[config.mk]
export PLATFORM = sky130hd
export DESIGN_NAME = cpu_core
export DESIGN_NICKNAME = d
export VERILOG_FILES = /design/src/source/cpu_pkg.sv /design/src/source/pipe_ctl_if.sv /design/src/source/cpu_core.sv /design/src/source/decode_stage.sv /design/src/source/execute_stage.sv /design/src/source/fetch_unit.sv /design/src/source/forward_unit.sv /design/src/source/mem_access.sv /design/src/source/pipe_latch.sv
export SDC_FILE = /design/constraint.sdc
export NUM_CORES = 2
export LEC_CHECK = 0
export BUFFER_PORTS_ARGS = -buffer_cell sky130_fd_sc_hd__buf_2
export CAP_MARGIN = 0
export CORE_UTILIZATION = 56
export DETAILED_ROUTE_END_ITERATION = 16
export PLACE_DENSITY_LB_ADDON = 0.12
export RECOVER_POWER = 25
export SLEW_MARGIN = 20
export SYNTH_ARGS = -nofsm -noshare
export SYNTH_HDL_FRONTEND = slang
export SYNTH_SLANG_ARGS = --single-unit
export TNS_END_PERCENT = 50
[constraint.sdc]
create_clock -name CLK -period 7.85 [get_ports CLK]
set_input_delay 1.1775 -clock CLK [delete_from_list [all_inputs] [get_ports CLK]]
set_output_delay 1.1775 -clock CLK [all_outputs]
set_load 0.01 [all_outputs]
[src/source/cpu_pkg.sv]
package cpu_pkg;

   typedef logic [31:0] word_t;     // data word or byte address
   typedef logic [4:0]  regbits_t;  // register index

   // major opcodes, instr[31:26]
   typedef enum logic [5:0] {
      OP_RTYPE = 6'b000000,
      OP_J     = 6'b000010,
      OP_BEQ   = 6'b000100,
      OP_BNE   = 6'b000101,
      OP_ADDIU = 6'b001001,
      OP_ORI   = 6'b001101,
      OP_LUI   = 6'b001111,
      OP_LW    = 6'b100011,
      OP_SW    = 6'b101011,
      OP_HALT  = 6'b111111
   } opcode_t;

   // r-type functs, instr[5:0]
   typedef enum logic [5:0] {
      FN_ADDU = 6'b100001,
      FN_SUBU = 6'b100011,
      FN_AND  = 6'b100100,
      FN_OR   = 6'b100101,
      FN_SLT  = 6'b101010
   } funct_t;

   typedef enum logic [2:0] {ALU_ADD, ALU_SUB, ALU_AND, ALU_OR, ALU_SLT, ALU_LUI} aluop_t;

   typedef enum logic [1:0] {FWD_REG, FWD_MEM, FWD_WB} fwd_sel_t;

   ////////////////////////////////////////
   // stage payloads
   ////////////////////////////////////////

   typedef struct packed {
      logic   regw;       // writes rf in wb
      logic   mem_read;
      logic   mem_write;
      logic   alu_imm;    // operand b from immediate
      aluop_t aluop;
      logic   beq;
      logic   bne;
      logic   halt;
   } ctrl_t;

   typedef struct packed {
      word_t instr;
      word_t pc4;
   } ifid_t;

   typedef struct packed {
      ctrl_t    ctrl;
      word_t    pc4;
      word_t    rdat1;
      word_t    rdat2;
      word_t    imm;      // already extended
      regbits_t rs;
      regbits_t rt;
      regbits_t dest;
   } idex_t;

   typedef struct packed {
      logic     regw;
      logic     mem_read;
      logic     mem_write;
      logic     halt;
      word_t    result;   // alu out, also dmem address
      word_t    store;    // forwarded rt value
      regbits_t dest;
   } exmem_t;

endpackage

[src/source/pipe_ctl_if.sv]
`timescale 1ns/1ps

// stall and redirect levels, all valid within the cycle
interface pipe_ctl_if import cpu_pkg::*; ();

   logic  load_stall;   // load-use bubble
   logic  jump_take;    // j in decode
   word_t jump_pc;
   logic  branch_take;  // taken beq/bne in execute
   word_t branch_pc;

   modport fetch   (input load_stall, jump_take, jump_pc, branch_take, branch_pc);
   modport hazard  (output load_stall);
   modport decode  (output jump_take, jump_pc);
   modport execute (output branch_take, branch_pc);

endinterface

[src/source/cpu_core.sv]
`timescale 1ns/1ps

module cpu_core import cpu_pkg::*; #(
   parameter word_t PC_INIT = '0
) (
   input  logic  CLK,
   input  logic  rst_i,
   output word_t imem_addr_o,
   input  word_t imem_load_i,
   output word_t dmem_addr_o,
   output logic  dmem_ren_o,
   output logic  dmem_wen_o,
   output word_t dmem_store_o,
   input  word_t dmem_load_i,
   output logic  halt_o
);

   pipe_ctl_if ctl_if ();

   ifid_t    ifid_d, ifid_q;
   idex_t    idex_d, idex_q;
   exmem_t   exmem_d, exmem_q;
   logic     ifid_hold, ifid_flush, idex_flush;
   regbits_t ifid_rs, ifid_rt;
   fwd_sel_t sel_a, sel_b;
   logic     wb_regw;
   regbits_t wb_dest;
   word_t    wb_data;

   ////////////////////////////////////////
   // fetch and front latches
   ////////////////////////////////////////
   fetch_unit #(.PC_INIT(PC_INIT)) fetch0 (
      .CLK, .rst_i, .ctl(ctl_if.fetch),
      .imem_addr_o, .imem_load_i,
      .ifid_o(ifid_d), .ifid_hold_o(ifid_hold),
      .ifid_flush_o(ifid_flush), .idex_flush_o(idex_flush)
   );

   pipe_latch #(.payload_t(ifid_t), .CAN_HOLD(1'b1), .CAN_FLUSH(1'b1)) ifid0 (
      .CLK, .rst_i, .hold_i(ifid_hold), .flush_i(ifid_flush), .d_i(ifid_d), .q_o(ifid_q)
   );

   decode_stage decode0 (
      .CLK, .rst_i, .ifid_i(ifid_q), .ctl(ctl_if.decode),
      .wb_regw_i(wb_regw), .wb_dest_i(wb_dest), .wb_data_i(wb_data),
      .idex_o(idex_d), .ifid_rs_o(ifid_rs), .ifid_rt_o(ifid_rt)
   );

   // id/ex flushes only, bubbles on stall
   pipe_latch #(.payload_t(idex_t), .CAN_HOLD(1'b0), .CAN_FLUSH(1'b1)) idex0 (
      .CLK, .rst_i, .hold_i(), .flush_i(idex_flush), .d_i(idex_d), .q_o(idex_q)
   );

   ////////////////////////////////////////
   // execute, memory, writeback
   ////////////////////////////////////////
   forward_unit fwd0 (
      .idex_i(idex_q), .ifid_rs_i(ifid_rs), .ifid_rt_i(ifid_rt),
      .mem_regw_i(exmem_q.regw), .mem_dest_i(exmem_q.dest),
      .wb_regw_i(wb_regw), .wb_dest_i(wb_dest),
      .ctl(ctl_if.hazard), .sel_a_o(sel_a), .sel_b_o(sel_b)
   );

   execute_stage exec0 (
      .idex_i(idex_q), .sel_a_i(sel_a), .sel_b_i(sel_b),
      .mem_result_i(exmem_q.result), .wb_data_i(wb_data),
      .ctl(ctl_if.execute), .exmem_o(exmem_d)
   );

   pipe_latch #(.payload_t(exmem_t), .CAN_HOLD(1'b0), .CAN_FLUSH(1'b0)) exmem0 (
      .CLK, .rst_i, .hold_i(), .flush_i(), .d_i(exmem_d), .q_o(exmem_q)
   );

   mem_access mem0 (
      .CLK, .rst_i, .exmem_i(exmem_q),
      .dmem_addr_o, .dmem_store_o, .dmem_ren_o, .dmem_wen_o, .dmem_load_i,
      .wb_regw_o(wb_regw), .wb_dest_o(wb_dest), .wb_data_o(wb_data),
      .halt_o
   );

endmodule

[src/source/decode_stage.sv]
`timescale 1ns/1ps

module decode_stage import cpu_pkg::*; (
   input  logic        CLK,
   input  logic        rst_i,
   input  ifid_t       ifid_i,
   pipe_ctl_if.decode  ctl,
   input  logic        wb_regw_i,
   input  regbits_t    wb_dest_i,
   input  word_t       wb_data_i,
   output idex_t       idex_o,
   output regbits_t    ifid_rs_o,
   output regbits_t    ifid_rt_o
);

   word_t       rf [32];
   opcode_t     op;
   funct_t      fn;
   regbits_t    rs, rt, rd;
   logic [15:0] imm16;
   ctrl_t       ctrl;
   regbits_t    dest;
   word_t       imm_ext;
   word_t       rdat1, rdat2;

   // instruction fields
   assign op    = opcode_t'(ifid_i.instr[31:26]);
   assign fn    = funct_t'(ifid_i.instr[5:0]);
   assign rs    = ifid_i.instr[25:21];
   assign rt    = ifid_i.instr[20:16];
   assign rd    = ifid_i.instr[15:11];
   assign imm16 = ifid_i.instr[15:0];

   ////////////////////////////////////////
   // control decode
   ////////////////////////////////////////
   always_comb begin
      ctrl = '0;
      dest = rt;                       // i-type writes rt
      case (op)
         OP_RTYPE: begin
            dest      = rd;
            ctrl.regw = 1'b1;
            case (fn)
               FN_ADDU: ctrl.aluop = ALU_ADD;
               FN_SUBU: ctrl.aluop = ALU_SUB;
               FN_AND:  ctrl.aluop = ALU_AND;
               FN_OR:   ctrl.aluop = ALU_OR;
               FN_SLT:  ctrl.aluop = ALU_SLT;
               default: ctrl.regw  = 1'b0;   // all-zero word lands here
            endcase
         end
         OP_ADDIU: begin
            ctrl.regw    = 1'b1;
            ctrl.alu_imm = 1'b1;
         end
         OP_ORI: begin
            ctrl.regw    = 1'b1;
            ctrl.alu_imm = 1'b1;
            ctrl.aluop   = ALU_OR;
         end
         OP_LUI: begin
            ctrl.regw    = 1'b1;
            ctrl.alu_imm = 1'b1;
            ctrl.aluop   = ALU_LUI;
         end
         OP_LW: begin
            ctrl.regw     = 1'b1;
            ctrl.mem_read = 1'b1;
            ctrl.alu_imm  = 1'b1;
         end
         OP_SW: begin
            ctrl.mem_write = 1'b1;
            ctrl.alu_imm   = 1'b1;
         end
         OP_BEQ:  ctrl.beq  = 1'b1;
         OP_BNE:  ctrl.bne  = 1'b1;
         OP_HALT: ctrl.halt = 1'b1;
         default: ;                    // j and unknown words do nothing past here
      endcase
   end

   // zero-ext for ori, upper half for lui, sign-ext otherwise
   always_comb begin
      case (op)
         OP_ORI:  imm_ext = {16'h0000, imm16};
         OP_LUI:  imm_ext = {imm16, 16'h0000};
         default: imm_ext = {{16{imm16[15]}}, imm16};
      endcase
   end

   ////////////////////////////////////////
   // register file
   ////////////////////////////////////////
   always_ff @(posedge CLK) begin
      if (rst_i) begin
         for (int i = 0; i < 32; i++) rf[i] <= '0;
      end else if (wb_regw_i && (wb_dest_i != '0)) begin
         rf[wb_dest_i] <= wb_data_i;   // r0 never written
      end
   end

   // write-through so wb and decode can share a cycle
   always_comb begin
      rdat1 = rf[rs];
      rdat2 = rf[rt];
      if (wb_regw_i && (wb_dest_i != '0) && (wb_dest_i == rs)) rdat1 = wb_data_i;
      if (wb_regw_i && (wb_dest_i != '0) && (wb_dest_i == rt)) rdat2 = wb_data_i;
   end

   always_comb begin
      idex_o.ctrl  = ctrl;
      idex_o.pc4   = ifid_i.pc4;
      idex_o.rdat1 = rdat1;
      idex_o.rdat2 = rdat2;
      idex_o.imm   = imm_ext;
      idex_o.rs    = rs;
      idex_o.rt    = rt;
      idex_o.dest  = dest;
   end

   assign ifid_rs_o = rs;              // to load-use check
   assign ifid_rt_o = rt;

   // j redirect, pseudo-direct target
   assign ctl.jump_take = (op == OP_J);
   assign ctl.jump_pc   = {ifid_i.pc4[31:28], ifid_i.instr[25:0], 2'b00};

endmodule

[src/source/execute_stage.sv]
`timescale 1ns/1ps

module execute_stage import cpu_pkg::*; (
   input  idex_t        idex_i,
   input  fwd_sel_t     sel_a_i,
   input  fwd_sel_t     sel_b_i,
   input  word_t        mem_result_i,   // ex/mem alu result
   input  word_t        wb_data_i,
   pipe_ctl_if.execute  ctl,
   output exmem_t       exmem_o
);

   word_t opa;
   word_t opb_reg;     // forwarded rt, also store data
   word_t opb;
   word_t result;
   logic  equal;

   function automatic word_t fwd_mux(input fwd_sel_t sel, input word_t reg_val,
                                     input word_t mem_val, input word_t wb_val);
      case (sel)
         FWD_MEM: return mem_val;
         FWD_WB:  return wb_val;
         default: return reg_val;
      endcase
   endfunction

   assign opa     = fwd_mux(sel_a_i, idex_i.rdat1, mem_result_i, wb_data_i);
   assign opb_reg = fwd_mux(sel_b_i, idex_i.rdat2, mem_result_i, wb_data_i);
   assign opb     = idex_i.ctrl.alu_imm ? idex_i.imm : opb_reg;

   ////////////////////////////////////////
   // alu
   ////////////////////////////////////////
   always_comb begin
      case (idex_i.ctrl.aluop)
         ALU_ADD: result = opa + opb;
         ALU_SUB: result = opa - opb;
         ALU_AND: result = opa & opb;
         ALU_OR:  result = opa | opb;
         ALU_SLT: result = {31'd0, $signed(opa) < $signed(opb)};  // signed compare
         default: result = opb;        // lui, imm already in upper half
      endcase
   end

   // branch resolve
   assign equal           = (opa == opb_reg);
   assign ctl.branch_take = (idex_i.ctrl.beq & equal) | (idex_i.ctrl.bne & ~equal);
   assign ctl.branch_pc   = idex_i.pc4 + {idex_i.imm[29:0], 2'b00};

   always_comb begin
      exmem_o.regw      = idex_i.ctrl.regw;
      exmem_o.mem_read  = idex_i.ctrl.mem_read;
      exmem_o.mem_write = idex_i.ctrl.mem_write;
      exmem_o.halt      = idex_i.ctrl.halt;
      exmem_o.result    = result;
      exmem_o.store     = opb_reg;
      exmem_o.dest      = idex_i.dest;
   end

endmodule

[src/source/fetch_unit.sv]
`timescale 1ns/1ps

module fetch_unit import cpu_pkg::*; #(
   parameter word_t PC_INIT = '0
) (
   input  logic            CLK,
   input  logic            rst_i,
   pipe_ctl_if.fetch       ctl,
   output word_t           imem_addr_o,
   input  word_t           imem_load_i,
   output ifid_t           ifid_o,
   output logic            ifid_hold_o,
   output logic            ifid_flush_o,
   output logic            idex_flush_o
);

   word_t pc;
   word_t pc4;
   word_t pc_next;

   assign pc4         = pc + 32'd4;
   assign imem_addr_o = pc;          // imem read is combinational

   // branch beats jump beats stall
   always_comb begin
      if (ctl.branch_take)     pc_next = ctl.branch_pc;
      else if (ctl.jump_take)  pc_next = ctl.jump_pc;
      else if (ctl.load_stall) pc_next = pc;   // refetch same word
      else                     pc_next = pc4;
   end

   always_ff @(posedge CLK) begin
      if (rst_i) pc <= PC_INIT;
      else       pc <= pc_next;
   end

   assign ifid_o.instr = imem_load_i;
   assign ifid_o.pc4   = pc4;

   // front latch control
   assign ifid_flush_o = ctl.branch_take | ctl.jump_take;
   assign ifid_hold_o  = ctl.load_stall & ~ifid_flush_o;
   assign idex_flush_o = ctl.branch_take | ctl.load_stall;  // kill or bubble

endmodule

[src/source/forward_unit.sv]
`timescale 1ns/1ps

module forward_unit import cpu_pkg::*; (
   input  idex_t       idex_i,
   input  regbits_t    ifid_rs_i,
   input  regbits_t    ifid_rt_i,
   input  logic        mem_regw_i,
   input  regbits_t    mem_dest_i,
   input  logic        wb_regw_i,
   input  regbits_t    wb_dest_i,
   pipe_ctl_if.hazard  ctl,
   output fwd_sel_t    sel_a_o,
   output fwd_sel_t    sel_b_o
);

   // nearest producer wins, r0 never forwards
   function automatic fwd_sel_t pick_src(input regbits_t src,
                                         input logic mem_regw, input regbits_t mem_dest,
                                         input logic wb_regw, input regbits_t wb_dest);
      if (mem_regw && (mem_dest != '0) && (mem_dest == src))  return FWD_MEM;
      else if (wb_regw && (wb_dest != '0) && (wb_dest == src)) return FWD_WB;
      else                                                     return FWD_REG;
   endfunction

   assign sel_a_o = pick_src(idex_i.rs, mem_regw_i, mem_dest_i, wb_regw_i, wb_dest_i);
   assign sel_b_o = pick_src(idex_i.rt, mem_regw_i, mem_dest_i, wb_regw_i, wb_dest_i);

   // load in execute feeding the word in decode
   assign ctl.load_stall = idex_i.ctrl.mem_read &&
                           ((idex_i.rt == ifid_rs_i) || (idex_i.rt == ifid_rt_i));

endmodule

[src/source/mem_access.sv]
`timescale 1ns/1ps

module mem_access import cpu_pkg::*; (
   input  logic     CLK,
   input  logic     rst_i,
   input  exmem_t   exmem_i,
   output word_t    dmem_addr_o,
   output word_t    dmem_store_o,
   output logic     dmem_ren_o,
   output logic     dmem_wen_o,
   input  word_t    dmem_load_i,
   output logic     wb_regw_o,
   output regbits_t wb_dest_o,
   output word_t    wb_data_o,
   output logic     halt_o
);

   logic  wb_load;     // wb picks load data
   word_t wb_result;
   word_t wb_loaded;

   // dmem driven straight from ex/mem
   assign dmem_addr_o  = exmem_i.result;
   assign dmem_store_o = exmem_i.store;
   assign dmem_ren_o   = exmem_i.mem_read;
   assign dmem_wen_o   = exmem_i.mem_write;   // write lands at this edge

   ////////////////////////////////////////
   // mem/wb register
   ////////////////////////////////////////
   always_ff @(posedge CLK) begin
      if (rst_i) begin
         wb_regw_o <= 1'b0;
         wb_load   <= 1'b0;
         halt_o    <= 1'b0;
      end else begin
         wb_regw_o <= exmem_i.regw;
         wb_load   <= exmem_i.mem_read;
         if (exmem_i.halt) halt_o <= 1'b1;    // sticky till reset
      end
   end

   always_ff @(posedge CLK) begin
      wb_dest_o <= exmem_i.dest;
      wb_result <= exmem_i.result;
      wb_loaded <= dmem_load_i;
   end

   assign wb_data_o = wb_load ? wb_loaded : wb_result;

endmodule

[src/source/pipe_latch.sv]
`timescale 1ns/1ps

module pipe_latch #(
   parameter type payload_t = logic [31:0],
   parameter bit  CAN_HOLD  = 1'b1,
   parameter bit  CAN_FLUSH = 1'b1
) (
   input  logic     CLK,
   input  logic     rst_i,
   input  logic     hold_i,    // ignored unless CAN_HOLD
   input  logic     flush_i,   // ignored unless CAN_FLUSH
   input  payload_t d_i,
   output payload_t q_o
);

   logic clr;
   logic keep;

   assign clr  = rst_i | (CAN_FLUSH & flush_i);
   assign keep = CAN_HOLD & hold_i;

   // zero payload decodes as a no-op
   always_ff @(posedge CLK) begin
      if (clr)        q_o <= '0;
      else if (!keep) q_o <= d_i;
   end

endmodule
==> results.md <==
- Endpoint arrival time on the critical path: approximately 8.0 ns
- Initial antenna violation count: 1
- Warnings, synthesis: 0
- Capturing element type of the critical path: flip-flop
- Skew final: 0.0350 ns
- Placer congestion estimate: 0.959
- First-pass GRT wire length: 359,000 µm
- Total number of nets in the final design: roughly 6,100
- Run status: complete, but fails checks
- Share of synthesized area occupied by flip-flops and latches: 0.519
- Share of the clock period used by the worst path: 0.945
- Initial cell density of the core: 0.566
- Leading cell type by number of instances after synthesis: nor2_1
- Total routing usage reported by global routing: 0.372
- Count of hold-fix buffers inserted at cts: 0
- Data required time of the worst path: between 8 and 9 ns
- Root buffer cell: clkbuf_16
- First DRT Iteration DRCs: about 6,800
- DPL Wire Length: about 160,000 µm
- Setup Total Neg Slack: 0 ns
- PnR worst setup slack: about 0.43 ns
- Kind of critical path: input pin to flip-flop
- Slew Limit Headroom: -1.10
- Crit-path cells: clkbuf_1 > nor2_1 > nand2_1 > nor2_1 > nand2_2 > clkbuf_1 > nand2_2 > buf_4
- Area of the mapped netlist: approximately 74,000 µm²
- Vias per std cell: 6.77
- Number of distinct library cells after synthesis: between 80 and 90
- Cell with the largest stage delay on the worst path: clkbuf_1
- Hold Violations, Final: 0
- Clock slew at reported path FFs: 0.07 ns
- Average wire length per cell after detail routing: between 30 and 40 µm
- Total CTS buffers: ~150
- Worst VDD drop: between 0.2 and 0.25 mV
- Critical path's top delay family: buffers and inverters
- Core Region: between 100,000 and 150,000 µm²
- Pin count of the biggest net entering global routing: about 110
- Post-CTS setup buffer count: 0
- Main area contributors after synthesis: edfxtp_1, mux4_2, dfxtp_1, nor2_1, ha_1
- Mean cell area of the mapped netlist: ~12 µm²
- Worst slack, placed: 1.52 ns
- Number of instances in the synthesized netlist: around 6,000
- Clock tree from TritonCTS: yes
- Commonest cells in the netlist: nor2_1, edfxtp_1, mux4_2
- Layout overhead on the synthesized area: 9.93%
- Vias after detailed routing: around 52,000
- Total congestion overflow after global routing: 0
- Count of port buffers added during placement: 164
- Detailed-route DRC error count: 0
- Die Height: roughly 370 µm
- I/O pin count: 165
- Slew at the pin closest to its max-slew limit: around 3.1 ns
- Sink Count: around 1,400
- Static leakage: approximately 28 nW
- Tightest Hold Check Type: flip-flop to flip-flop
- Fraction of layout cells with a size suffix above 1: 0.216
- Number of search-and-repair iterations in the first detailed-routing pass: 6
- Post-cts gate resize count: 0
- Achievable clock frequency: about 130 MHz
- Largest incremental delay on the critical path: between 2 and 2.5 ns
- Die footprint: between 100,000 and 150,000 µm²
- Die Wd: 367 µm
- Number of max-slew violations in the final report: between 500 and 600
- Total chip power: 19.0 mW
- Core utilization of the finished layout: 0.622
- Primary FF master, synth: edfxtp_1
- Failing checks: max-capacitance violations, max-slew violations
- Fraction of registers with async set or reset after synthesis: 0
- H-tree levels: 4
- Number of fillers in the final layout: roughly 10,000
- Worst-skew pair later-pin latency: between 0.8 and 0.9 ns
- Flip-flop and latch count after synthesis: 1,418
- Total wire length: about 250,000 µm
- Worst hold margin: between 0.3 and 0.4 ns
- Number of global-route vias before repair: 51,200
- Number of enable-type register cells in the synthesized netlist: roughly 1,000
- Standard-cell row count: between 100 and 150
- Clock buffer depth: 3
- Count of antenna-violating nets left after detailed routing: 0
- Pwr Density: ~230 nW/µm²
- Dominant cell type by area after synthesis: edfxtp_1
- Portion of synthesized cell area occupied by the leading cell type: 0.413
- Max-capacitance violation count: 18
- Largest fanout of any net on the critical path: 38
- RSZ-0062 raised after global routing: no
- Startpoint kind of the worst setup timing path: input pin
- Crit path buffers/inverters: 3
- Final setup violation count: 0
- Time the final worst path needs with I/O delays and setup: 7.42 ns
[layer usage]
layer	part of all wire	vias to the layer above	track usage
met5	0.000036	-	0
met4	0.056	2	0.187
met3	0.12	679	0.0880
met2	0.47	3331	0.588
met1	0.36	26400	0.484
li1	-	22100	-
[layout make-up]
cell class,count,area (µm²),area share
Clock inverter,72,835,0.0102
Clock buffer,207,4240,0.0518
Timing Repair Buffer,333,1980,0.0242
Sequential cell,1418,38700,0.473
Multi-Input combinational cell,3822,33400,0.408
Inverter,145,544,0.00665
Tap cell,1755,2200,0.0268
Antenna cell,1,2.50,0.0000306
[path summary, 6_finish.rpt]
kind	from	endpoint	slack [ns]	cells past startpoint
setup / recovery	rst_i	decode0.rf[9][25]	0.43	8
hold reg to reg	exmem0.q_o[4]	mem0.wb_dest_o[4]	0.40	0
setup reg to reg	mem0.wb_dest_o[4]	exmem0.q_o[64]	0.96	17
hold / removal	exmem0.q_o[4]	mem0.wb_dest_o[4]	0.40	0
[placed cells by master (no fill, tap or decap), types with 78 or more instances in the layout]
cell	n
a21oi_1	202
buf_4	147
clkbuf_16	159
nand2_1	135
edfxtp_1	1024
inv_1	142
nor3_1	87
clkbuf_1	154
and2_1	79
o21ai_0	85
mux2_2	78
a211oi_1	133
mux4_2	641
nor2_1	1296
ha_1	130
xnor2_1	95
dfxtp_1	380
nand3_1	100
[where the power goes]
part	switching [mW]	total (mW)	internal, mW
combinational	1.83	2.95	1.12
sequential	0.319	8.67	8.36
clock	3.12	7.39	4.27
total	5.27	19.0	13.7
[registers in the layout (all words and copies together), names as in the netlist]
name and count:
ifid0.q_o 64, mem0.wb_regw_o 1, mem0.halt_o 1, mem0.wb_dest_o 5, mem0.wb_load 1, mem0.wb_loaded 32
mem0.wb_result 32, idex0.q_o 153, decode0.rf 1024, fetch0.imem_addr_o 32, exmem0.q_o 73
[metrics by stage]
stage,cell area [µm²],std cells
after detailed placement,77000,7473
final,81800,7753
after global routing,81800,7752
after global placement,77000,7473
after floorplan,74600,5988
after CTS,82000,7752
[logic make-up after synthesis]
kind of cell	synth area share
compound gates	0.0717
xor+xnor	0.0160
fa+ha+maj	0.0227
buf+inv	0.0424
flops	0.519
mux	0.213
other cells	0.0000504
simple gates	0.115
Power figures use the tool's default switching activity.
